$ cat src/hdl/fu_alu_defs.svh
// ================================================
// Integer lane widths and latencies
// Word and tag widths, multiplier depth and the
// logic function select codes of the ALU.
// ================================================
`ifndef FU_ALU_DEFS_SVH
`define FU_ALU_DEFS_SVH

`define FU_WORD_W     64
`define FU_TAG_W      4
`define FU_MUL_STAGES 3

// ================================================
// log_sel encodings
// ================================================
`define FU_LOG_AND   2'd0
`define FU_LOG_OR    2'd1
`define FU_LOG_XOR   2'd2
`define FU_LOG_ARITH 2'd3  // Adder output.

`endif

$ cat src/hdl/fu_alu_pkg.sv
// ================================================
// Integer lane types
// Vector types, opcode and operand source enums,
// and the structs carried between the lane blocks.
// ================================================
`include "fu_alu_defs.svh"

package fu_alu_pkg;

  typedef logic [`FU_WORD_W-1:0] word_t;
  typedef logic [`FU_TAG_W-1:0]  tag_t;
  typedef logic [3:0]            flags_t;  // {zero, carry, sign, overflow}.

  typedef enum logic [3:0] {
    op_add    = 4'd0,
    op_sub    = 4'd1,
    op_and    = 4'd2,
    op_or     = 4'd3,
    op_xor    = 4'd4,
    op_shl    = 4'd5,
    op_shr    = 4'd6,
    op_sar    = 4'd7,
    op_mul_lo = 4'd8,
    op_mul_hi = 4'd9
  } alu_op_e;

  typedef enum logic [1:0] {
    src_issue = 2'd0,
    src_alu   = 2'd1,
    src_ext   = 2'd2
  } src_sel_e;

  typedef struct packed {
    logic     valid;
    alu_op_e  op;
    tag_t     tag;
    word_t    a;
    word_t    b;
    src_sel_e src_a;
    src_sel_e src_b;
  } issue_t;

  typedef struct packed {
    logic       valid;
    tag_t       tag;
    logic       is_sub;
    logic [1:0] log_sel;
    logic       is_shift;
    logic       shift_arith;
    logic       shift_right;
    logic       res_shift;
  } exec_ctrl_t;

  typedef struct packed {
    logic   valid;
    tag_t   tag;
    word_t  res;
    flags_t flags;
  } result_t;

endpackage

$ cat src/hdl/operand_fwd.sv
// ================================================
// Operand forwarding
// Picks each operand from the issue, the lane's own
// result or the external bus, then registers it.
// ================================================
`timescale 1ns/1ps

module operand_fwd
  import fu_alu_pkg::*;
(
  input  logic     clk,
  input  word_t    a_in,
  input  word_t    b_in,
  input  src_sel_e src_a,
  input  src_sel_e src_b,
  input  word_t    alu_fb,
  input  word_t    ext_res,
  output word_t    opnd_a,
  output word_t    opnd_b
);

  word_t a_sel;
  word_t b_sel;

  // Bypass mux shared by both operands.
  function automatic word_t fwd_pick(
    input src_sel_e sel,
    input word_t    issued,
    input word_t    own,
    input word_t    ext
  );
    case (sel)
      src_alu: fwd_pick = own;
      src_ext: fwd_pick = ext;
      default: fwd_pick = issued;
    endcase
  endfunction

  always_comb begin
    a_sel = fwd_pick(src_a, a_in, alu_fb, ext_res);
    b_sel = fwd_pick(src_b, b_in, alu_fb, ext_res);
  end

  // Operand pipeline registers, aligned with the decoded controls.
  always_ff @(posedge clk) begin
    opnd_a <= a_sel;
    opnd_b <= b_sel;
  end

endmodule

$ cat config.mk
export PLATFORM = sky130hd
export DESIGN_NAME = operand_fwd
export DESIGN_NICKNAME = d
export VERILOG_FILES = /design/src/hdl/fu_alu_pkg.sv /design/src/hdl/operand_fwd.sv
export VERILOG_INCLUDE_DIRS = /design/src /design/src/hdl
export SDC_FILE = /design/constraint.sdc
export NUM_CORES = 1
export LEC_CHECK = 0
export BUFFER_PORTS_ARGS = -buffer_cell sky130_fd_sc_hd__buf_2
export CORE_AREA = 2 2 151 153
export CTS_CLUSTER_DIAMETER = 100
export DETAILED_ROUTE_END_ITERATION = 6
export DIE_AREA = 0 0 153 155
export HOLD_SLACK_MARGIN = 0.02
export SYNTH_ARGS = -nofsm -noshare
export SYNTH_HDL_FRONTEND = slang
export SYNTH_SLANG_ARGS = --single-unit
$ cat constraint.sdc
create_clock -name clk -period 1.2 [get_ports clk]
set_input_delay 0.18 -clock clk [delete_from_list [all_inputs] [get_ports clk]]
set_output_delay 0.18 -clock clk [all_outputs]
set_load 0.01 [all_outputs]
# Word level (Yosys, flattened, before mapping)
# Index checks and enable logic that the tools add are counted.
dict set report word_totals {
  in_bits 261
  wordCells 8
  ff_bits 128
  output_inout_bits 128
}
dict set report classes {
  muxes 2
  eq_ne 4
}
# operator n
set ops {}
lappend ops {{case mux 64 bit (2 select lines)} 2}
lappend ops {{equality test 2 x 1 -> 1 bit (second input constant)} 2}
lappend ops {{equality test 2 bit (second input constant)} 2}

# Longest topological paths before layout
dict set report depth {
  depth_word 2
  ltp_mapped 6
  depth_no_buf 4
}

# Worst setup path after synthesis
# No wires, ideal clock.
dict set report synth_path {
  path_type {input to register}
  from {input src_a[0]}
  to {register opnd_a[19]}
  setup_slack_ns 0.165
  n_path_buf 2
  cell_stages 6
  setup_time_ns 0.117
  arrival_ns 0.918
  t_required_ns 1.083
  path_cell_list {inv_1 ha_1 buf_4 buf_2 nand2_1 o21ai_2}
}
dict set report synth_between {
  elab_chain_len 2
  word_cells_on_any_way 3
  classes_between {eq/ne (2); mux (1)}
}
# item line
set synth_lines {}
lappend synth_lines {{start: declaration} operand_fwd.sv:14} ;# input src_sel_e src_a,
lappend synth_lines {{equality test 2 bit / equality test 2 x 1 -> 1 bit (equally long branches)} operand_fwd.sv:32} ;# case (sel)
lappend synth_lines {{case mux 64 bit (2 select lines) (*)} operand_fwd.sv:32}
lappend synth_lines {{net a_sel[19]} operand_fwd.sv:22} ;# word_t a_sel;
lappend synth_lines {{end signal: assignment} operand_fwd.sv:46} ;# opnd_a <= a_sel;
lappend synth_lines {{end: declaration} operand_fwd.sv:18} ;# output word_t opnd_a,
# The timed path passes the listed nets; every way through them passes the cells marked *.

# Worst setup path after layout
dict set report layout_path {
  from {register opnd_a[3]}
  to {output opnd_a[3]}
}
# No word-level cell between the ends.

==> impl_metrics.env <==
export IMPL_synth_edf_count=0
export IMPL_cts_setup_buffers=0
export IMPL_cp_top_family="flip-flops"
export IMPL_nNetsFinal=1350
export IMPL_drv_slew=0
export IMPL_grt_use_total_pct=17.4
export IMPL_grt_start_max_net_pins=63
export IMPL_wl_mm=21.9
export IMPL_clk_pin_slew_ns=0.06
export IMPL_post_place_ws_ns=-0.0616
export IMPL_hold_class="in2reg"
export IMPL_ys_top_cells_by_area="dfxtp_1 49%, a22oi_1 17%, o21ai_1 11%, nand2_1 9.1%, buf_6 3.9%"
export IMPL_rsz0062_at_grt="no"
export IMPL_relSlewSlack_pct=81.6
export IMPL_synth_area_um2=5260
export IMPL_critical_path_max_fanout=1
export IMPL_wl_per_cell_um=15.9
export IMPL_synth_common_cells="128 x dfxtp_1, 128 x nand2_1, 120 x a22oi_1"
export IMPL_max_freq_ghz=0.900
export IMPL_vias=6389
export IMPL_layout_drive_gt1_share_pct=42.2
export IMPL_syn_to_final_growth_pct=77.2
export IMPL_via_per_inst=4.62
export IMPL_fin_crit_sh_pct=92.6
export IMPL_min_from="alu_fb[59]"
export IMPL_hold_path_endpoint="opnd_b[59]"
export IMPL_diodes=0
export IMPL_cts_sinks=128
export IMPL_synth_largest_area_cell="dfxtp_1"
export IMPL_cts_buffers=17
export IMPL_slowest_delay_ns=0.37
export IMPL_rows=55
export IMPL_yosysWarningCount=0
export IMPL_cts_tree="yes"
export IMPL_setup_violations_final=0
export IMPL_syn_mean_instance_area_um2=9.13
export IMPL_crit_type="reg2out"
export IMPL_dr_pass1_iters=5
export IMPL_outcome="completed"
export IMPL_final_cells=1382
export IMPL_ir_worst_vdd_v=0.000761
export IMPL_synth_main_ff_cell="dfxtp_1"
export IMPL_synth_top_area_share_pct=48.7
export IMPL_cts_root_buffer="clkbuf_16"
export IMPL_seq_area_frac_synth_pct=48.7
export IMPL_boundaryPins=389
export IMPL_required_ns=1.02
export IMPL_final_antenna_net_count=0
export IMPL_syn_inst=576
export IMPL_core_area_um2=22200
export IMPL_setup_slack_ns=0.0888
export IMPL_synth_seq_cells=128
export IMPL_placed_cells=1226
export IMPL_min_path_cells=3
export IMPL_fin_crit_ns=1.11
export IMPL_grt_overflow=0
export IMPL_async_reset_ff_share_pct=0
export IMPL_synth_distinct_cells=13
export IMPL_start_util_pct=23.7
export IMPL_cts_max_level=4
export IMPL_die_area_um2=23700
export IMPL_first_global_vias=6237
export IMPL_cts_buffer_depth=2
export IMPL_worstSetupEndpointType="primary output"
export IMPL_worst_slew_pin_slew_ns=0.276
export IMPL_die_h_um=155
export IMPL_grt_first_pass_wirelength_mm=32.5
export IMPL_port_buffers=388
export IMPL_cp_buffers_inverters=1
export IMPL_place_gp_congestion=0.849
export IMPL_crit_arrival_ns=0.93
export IMPL_powerDensity_nw_per_um2=1390
export IMPL_post_dp_hpwl_mm=15.7
export IMPL_finalHoldViolations=0
export IMPL_fp_dieW_um=153
export IMPL_antenna_found_initial=0
export IMPL_worst_path_max_delay_cell="dfxtp_1"
export IMPL_crit_chain="buf_2"
export IMPL_drt_drc_violations_left=0
export IMPL_syn_num_nets=841
export IMPL_dr_first_iter_drc_count=398
export IMPL_drv_cap=0
export IMPL_leakagePower_nw=4.41
export IMPL_cp_start_kind="flop"
state kept, by name (all words and copies together), names as in the netlist:
register,count
opnd_a,64
opnd_b,64
cell families (layout without fill, tap and decap cells):
logic type               Yosys count  in the layout  share of synthesized area (%)
AO/OA/AOI/OAI                    256            256                           31.3
adder cells (fa/ha/maj)            4              4                          0.952
buffers and inverters             60            581                           9.90
flip-flops                       128            128                           48.7
AND/OR/NAND/NOR                  128            128                           9.14
repair_timing:
action / CTS / global route
hold buffers: 124 / 1
gates resized for setup: 0 / 0
endpoints found under the hold margin: 124 / 1
cells in the final DEF, fill, tap and decap left out, types with 2 or more instances in the layout:
cell type	netlist	routed
buf_2	18	388
ha_4	0	2
clkbuf_8	10	2
o21ai_1	119	119
a22oi_2	8	8
ha_2	0	2
a22oi_1	120	120
nand2_1	128	128
bufinv_16	0	2
o21ai_0	8	8
dlygate4sd3_1	0	125
inv_1	4	4
buf_12	0	13
clkbuf_1	0	2
clkinvlp_4	0	2
clkinv_2	0	4
clkinv_4	0	2
dfxtp_1	128	128
clkbuf_16	0	17
buf_4	10	20
final cells by class:
| cell class | instances | area (um2) |
|---|---|---|
| fillers | 2219 | 12900 |
| repair buffers | 546 | 3600 |
| flip-flops and latches | 128 | 2560 |
| multi-input cells | 388 | 2210 |
| clock buffers | 21 | 460 |
| well taps | 285 | 357 |
| clock inverters | 10 | 113 |
| inverters | 4 | 15.0 |
worst max-delay path by stage:
stage,to,slack [ns],depth (start not counted),startpoint
2_1_floorplan,opnd_a[19],0.17,6,src_a[0]
3_3_place_gp,opnd_b[2],-0.09,6,src_b[0]
3_5_place_dp,opnd_b[2],-0.06,6,src_b[0]
4_1_cts,opnd_a[3],0.07,1,opnd_a[3]
5_1_grt,opnd_a[3],0.07,1,opnd_a[3]
6_report,opnd_a[3],0.09,1,opnd_a[3]
per-layer routing:
metal  global-route usage [%]  up-vias  wire length, um
met5                        0        -                0
met4                     6.66        0              499
met3                     4.87       39             1650
met2                     31.2      340            11200
met1                     19.6     2922             8590
li1                         -     3088                -
power breakdown:
group	total, mW	internal [mW]	switching, mW
Combinational	2.93	1.44	1.49
Clock	5.13	3.15	1.98
Sequential	4.88	4.75	0.132
metrics by stage:
step / TNS (ns) / utilization (%) / area (um2) / power (mW) / hold slack, ns
final: 0 / 41.9 / 9320 / 12.9 / 0.0460
after global routing: 0 / 41.9 / 9320 / 13.6 / 0.0321
after floorplan: 0 / - / 5260 / 6.22 / 0.293
after CTS: 0 / 41.9 / 9310 / 13.1 / 0.0215
after detailed placement: -0.265 / 33.7 / 7490 / 7.56 / 0.383
after global placement: -0.195 / 33.7 / 7490 / 7.55 / 0.381
(Power assumes the default switching activity.)
