File: src/hdl/fu_alu_defs.svh
// ================================================
// Integer lane widths and latencies
// Word and tag widths, multiplier depth and the
// logic function select codes of the ALU.
// ================================================
`ifndef FU_ALU_DEFS_SVH
`define FU_ALU_DEFS_SVH

`define FU_WORD_W     64
`define FU_TAG_W      4
`define FU_MUL_STAGES 3

// ================================================
// log_sel encodings
// ================================================
`define FU_LOG_AND   2'd0
`define FU_LOG_OR    2'd1
`define FU_LOG_XOR   2'd2
`define FU_LOG_ARITH 2'd3  // Adder output.

`endif

File: src/hdl/fu_alu_pkg.sv
// ================================================
// Integer lane types
// Vector types, opcode and operand source enums,
// and the structs carried between the lane blocks.
// ================================================
`include "fu_alu_defs.svh"

package fu_alu_pkg;

  typedef logic [`FU_WORD_W-1:0] word_t;
  typedef logic [`FU_TAG_W-1:0]  tag_t;
  typedef logic [3:0]            flags_t;  // {zero, carry, sign, overflow}.

  typedef enum logic [3:0] {
    op_add    = 4'd0,
    op_sub    = 4'd1,
    op_and    = 4'd2,
    op_or     = 4'd3,
    op_xor    = 4'd4,
    op_shl    = 4'd5,
    op_shr    = 4'd6,
    op_sar    = 4'd7,
    op_mul_lo = 4'd8,
    op_mul_hi = 4'd9
  } alu_op_e;

  typedef enum logic [1:0] {
    src_issue = 2'd0,
    src_alu   = 2'd1,
    src_ext   = 2'd2
  } src_sel_e;

  typedef struct packed {
    logic     valid;
    alu_op_e  op;
    tag_t     tag;
    word_t    a;
    word_t    b;
    src_sel_e src_a;
    src_sel_e src_b;
  } issue_t;

  typedef struct packed {
    logic       valid;
    tag_t       tag;
    logic       is_sub;
    logic [1:0] log_sel;
    logic       is_shift;
    logic       shift_arith;
    logic       shift_right;
    logic       res_shift;
  } exec_ctrl_t;

  typedef struct packed {
    logic   valid;
    tag_t   tag;
    word_t  res;
    flags_t flags;
  } result_t;

endpackage

File: src/hdl/alu_ctrl.sv
// ================================================
// Lane control
// Decodes the issued opcode into registered ALU
// controls and multiplier enables.
// ================================================
`timescale 1ns/1ps
`include "fu_alu_defs.svh"

module alu_ctrl
  import fu_alu_pkg::*;
(
  input  logic       clk,
  input  logic       rst,
  input  logic       issue_valid,
  input  alu_op_e    issue_op,
  input  tag_t       issue_tag,
  output exec_ctrl_t exec_ctrl,
  output logic       mul_en,
  output logic       mul_hi,
  output tag_t       mul_tag
);

  exec_ctrl_t dec;
  logic       is_mul;

  // ================================================
  // Opcode decode
  // ================================================
  always_comb begin
    dec         = '0;
    dec.tag     = issue_tag;
    dec.log_sel = `FU_LOG_ARITH;
    case (issue_op)
      op_sub: dec.is_sub = 1'b1;
      op_and: dec.log_sel = `FU_LOG_AND;
      op_or:  dec.log_sel = `FU_LOG_OR;
      op_xor: dec.log_sel = `FU_LOG_XOR;
      op_shl: begin
        dec.is_shift  = 1'b1;
        dec.res_shift = 1'b1;
      end
      op_shr: begin
        dec.is_shift    = 1'b1;
        dec.shift_right = 1'b1;
        dec.res_shift   = 1'b1;
      end
      op_sar: begin
        dec.is_shift    = 1'b1;
        dec.shift_right = 1'b1;
        dec.shift_arith = 1'b1;  // Sign fill.
        dec.res_shift   = 1'b1;
      end
      default: dec.is_sub = 1'b0;  // Add and multiplies.
    endcase
    is_mul    = (issue_op == op_mul_lo) || (issue_op == op_mul_hi);
    dec.valid = issue_valid && !is_mul;  // Either ALU or multiplier.
  end

  // ================================================
  // Issue stage registers
  // ================================================
  always_ff @(posedge clk) begin
    if (rst) begin
      exec_ctrl.valid <= 1'b0;
      mul_en          <= 1'b0;
    end else begin
      exec_ctrl <= dec;
      mul_en    <= issue_valid && is_mul;
      mul_hi    <= issue_op == op_mul_hi;
      mul_tag   <= issue_tag;
    end
  end

endmodule

File: config.mk
export PLATFORM = sky130hd
export DESIGN_NAME = alu_ctrl
export DESIGN_NICKNAME = d
export VERILOG_FILES = /design/src/hdl/fu_alu_pkg.sv /design/src/hdl/alu_ctrl.sv
export VERILOG_INCLUDE_DIRS = /design/src /design/src/hdl
export SDC_FILE = /design/constraint.sdc
export NUM_CORES = 1
export LEC_CHECK = 0
export ABC_AREA = 1
export BUFFER_PORTS_ARGS = -buffer_cell sky130_fd_sc_hd__buf_2
export CAP_MARGIN = 10
export CORE_MARGIN = 2
export CORE_UTILIZATION = 36
export DETAILED_ROUTE_END_ITERATION = 10
export GPL_TIMING_DRIVEN = 0
export PLACE_DENSITY = 0.68
export SLEW_MARGIN = 15
export SYNTH_ARGS = -nofsm -noshare
export SYNTH_HDL_FRONTEND = slang
export SYNTH_SLANG_ARGS = --single-unit
File: constraint.sdc
create_clock -name clk -period 0.8 [get_ports clk]
set_input_delay 0.08 -clock clk [delete_from_list [all_inputs] [get_ports clk]]
set_output_delay 0.08 -clock clk [all_outputs]
set_load 0.01 [all_outputs]
After elaboration in Yosys (flattened, before gate mapping)
Cells that the tools add are included.
- multiplexer cells: 5
- eq/ne operators: 9
- reduce and logical (&&, ||, !) cells: 6
- operators by type and width (kind ; count):
    $eq 4x3->1 const B ; 4
    $eq 4x2->1 const B ; 2
    $eq 4x4->1 const B ; 2
    $pmux 2 s3 ; 1
    $eq 4x1->1 const B ; 1
    $mux 1 ; 4
    $reduce_or 3->1 ; 1
    $logic_and 1x1->1 ; 2
    $reduce_or 2->1 ; 1
    $logic_not 1->1 ; 1
    $logic_or 1x1->1 ; 1
- bits of input ports: 11
- word-level logic and storage cells: 29
- register bits after elaboration: 13

Logic depth before layout (Yosys ltp)
- depth after elaboration: 4
- depth in mapped cells: 5
- gate-level depth less buffers: 5

Worst setup path after synthesis
OpenSTA, ideal clock, no wires.
- path type: in2reg
- start: input rst
- end: register exec_ctrl[0] in the netlist's numbering, enable pin
- required time: 0.457 ns
- stages: 1
- setup slack: 0.138 ns
- buffers on the path: 0
- arrival: 0.320 ns
- path through: inv_1
- RTL lines (element ; RTL line ; RTL):
    from (decl) ; alu_ctrl.sv:13 ; input logic rst,
    to (decl) ; alu_ctrl.sv:17 ; output exec_ctrl_t exec_ctrl,
No word-level cell between the ends.

Worst setup path in the final report
- start: register mul_tag[3]
- end: output mul_tag[3]
- RTL lines (element ; RTL line ; RTL):
    from (decl) ; alu_ctrl.sv:20 ; output tag_t mul_tag
    from (signal assigned) ; alu_ctrl.sv:70 ; mul_tag <= issue_tag;
No word-level cell between the ends.

==> impl_metrics.yaml <==
status:
  status: "finished, violations left"
  violations: "negative setup slack"
clock_network:
  numCtsBuffers: 3
  ctsHtreeMaxLevel: 1
  post_cts_buffers: 0
  cts.sinks: 13
  clockBufferDepth: 2
  clk_pin_slew_ps: 70
  cts_tree: "done"
  cts_root_buf: "clkbuf_4"
pwr:
  pwr-share-clk: 0.269
  power_frac_seq: 0.564
  p_leak_uw: 0.000373
  power_density_nw_per_um2: 1850
  p_sw_frac: 0.217
  p_int_uw: 1110
  switchingPower_uw: 308
  ir_drop_mv: 0.941
  combinationalPowerShare: 0.167
timing:
  fin_ws_ps: -182
  fin_tns_setup_ps: -1590
  rsz0062_at_grt: "true"
  slew_headroom: 0.720
  maxSlewViolCount: 0
  finalHoldViolCount: 0
  finalCritPeriodShare: 1.23
  worstMarginPinSlew_ps: 420
  setup_viol: 16
  clock.fmax_ghz: 1.02
  period_needed_ps: 982
global_routing:
  grt_start_max_net_pins: 13
  grt_first_pass_wirelength_um: 952
  grt_pass1_vias: 264
  antenna_found_initial: 0
  grt_usage: 0.0900
  overflow: 0
critical_path:
  required_ps: 720
  critPathCaptureType: "output pin"
  crit_chain: "buf_6, buf_6"
  worst_setup_path_start_kind: "register"
  crit_arrival_ps: 900
  worst-path-buf-inv: 2
  slowest_delay_ps: 400
  worstSetupPathType: "register to output pin"
  cpLargestDelayFamily: "flip-flops"
  crit_path_max_fanout: 2
  crit_path_top_delay_cell: "edfxtp_1"
  crit_top_cell: "buf_6"
hold_path:
  hp-class: "input port to register"
  holdPathStages: 3
  hp-start: "issue_valid"
  worstHoldEndpoint: "mul_en$_SDFF_PP0_"
synthesis:
  ys_types: 11
  syn-num-nets: 51
  syn_area_per_cell_um2: 12.4
  ys_seq_area_frac: 0.744
  netlist_area_um2: 498
  synth_mux_area_frac: 0
  ys_ff_latch: 13
  synth_xor_area_frac: 0
  synth_adder_area_share: 0
  synth_simple_gate_area_frac: 0.126
  synth_cells: 40
  ys.warnings.count: 0
  synth_top_family_by_area: "simple AND/OR/NAND/NOR gates"
  synth_compound_area_frac: 0.0101
routing:
  drt-total-wl_um: 759
  via_per_inst: 4.13
  postRouteAntennaNets: 0
  wl_per_cell_um: 8.34
  drtIter0Drc: 7
  firstDrtPassIters: 4
  vias: 376
  drc: 0
floorplan:
  fp.dieW_um: 41.2
  die_area_um2: 1700
  ios: 29
  row_count: 13
  core_um2: 1300
  initial_core_util: 0.383
  die_h_um: 41.2
flow_run:
  maxCapViolations: 0
place:
  hpwl_um: 564
  preCtsSetupSlack_ps: -60.7
  io_buffers: 28
  gp_congestion: 0.662
layout:
  drive_gt1_frac: 0.487
  layout.nets: 88
  syn_to_final_growth_pct: 53.8
  final_core_util: 0.588
  diodes: 0
  nFillCells: 131
-- metrics by stage --
step / total power (uW) / std cells / hold WS, ps / area, um^2
6_report: 1420 / 91 / 65.5 / 766
5_1_grt: 1490 / 91 / 94.0 / 766
4_1_cts: 1430 / 91 / 55.9 / 758
3_5_place_dp: 1000 / 83 / 259 / 657
3_3_place_gp: 999 / 83 / 258 / 657
2_1_floorplan: 911 / 40 / 179 / 498
-- layout by cell type, fill, tap and decap left out, drive strengths merged --
| master | n |
|---|---|
| a21oi | 1 |
| nand2 | 7 |
| dfxtp | 2 |
| nand3b | 1 |
| dlygate4sd3 | 4 |
| buf | 33 |
| nor3 | 1 |
| inv | 6 |
| edfxtp | 11 |
| nor2 | 5 |
| nand3 | 1 |
| clkbuf | 4 |
-- area by class of cell --
cell class / count / area [um^2] / area share
sequential: 13 / 370 / 0.484
tap: 15 / 18.8 / 0.0245
clock buffer: 4 / 26.3 / 0.0343
timing repair buffer: 32 / 211 / 0.276
multi-input combinational: 16 / 67.6 / 0.0882
inverter: 6 / 22.5 / 0.0294
buffer: 5 / 48.8 / 0.0637
-- cells by family (layout without fill, tap and decap cells) --
group	Yosys count	in the layout
AO/OA/AOI/OAI	1	1
buffers and inverters	11	47
flip-flops	13	13
AND/OR/NAND/NOR	15	15
-- worst max-delay path by stage --
| stage | from | endpoint | slack (ps) | cells past startpoint |
|---|---|---|---|---|
| 2_1_floorplan | rst | exec_ctrl[0]$_DFFE_PN_ | 140 | 1 |
| 3_3_place_gp | rst | exec_ctrl[6]$_DFFE_PN_ | -50 | 2 |
| 3_5_place_dp | rst | mul_tag[3]$_DFFE_PN_ | -60 | 2 |
| 4_1_cts | mul_tag[2]$_DFFE_PN_ | mul_tag[2] | -190 | 2 |
| 5_1_grt | mul_tag[1]$_DFFE_PN_ | mul_tag[1] | -230 | 2 |
| 6_report | mul_tag[3]$_DFFE_PN_ | mul_tag[3] | -180 | 2 |
-- sequential cells by signal, summed over array words and instances, names as in the netlist --
register / count
exec_ctrl: 7
mul_tag: 4
mul_en: 1
mul_hi: 1
-- cell usage after synthesis --
cell	number	area share
nand2_1	7	0.053
nand3_1	1	0.010
edfxtp_1	11	0.66
buf_4	5	0.075
nor2_1	5	0.038
a21oi_1	1	0.010
nor3_1	1	0.010
dfxtp_1	2	0.080
nand3b_1	1	0.015
inv_2	1	0.0075
inv_1	5	0.038
-- power by group through the flow --
stage	Combinational, uW	Clock, uW	Sequential, uW
final	237	381	799
after global routing	264	425	803
after CTS	235	397	798
after detailed placement	192	0	812
after global placement	188	0	811
after floorplan	72.0	0	839
-- repair_timing --
action | 4_1_cts | 5_1_grt
hold buffers | 4 | 0
setup endpoints to repair | 16 | 17
pin swaps | 0 | 0
resized for setup | 6 | 2
endpoints found under the hold margin | 4 | 0
-- routing by layer --
layer,vias up,track usage,routed length [um]
met5,-,0,0
met2,19,0.152,363
met3,0,0.0163,75
met4,0,0.0726,0
li1,197,-,-
met1,160,0.0966,320
Power figures use the tool's default switching activity.
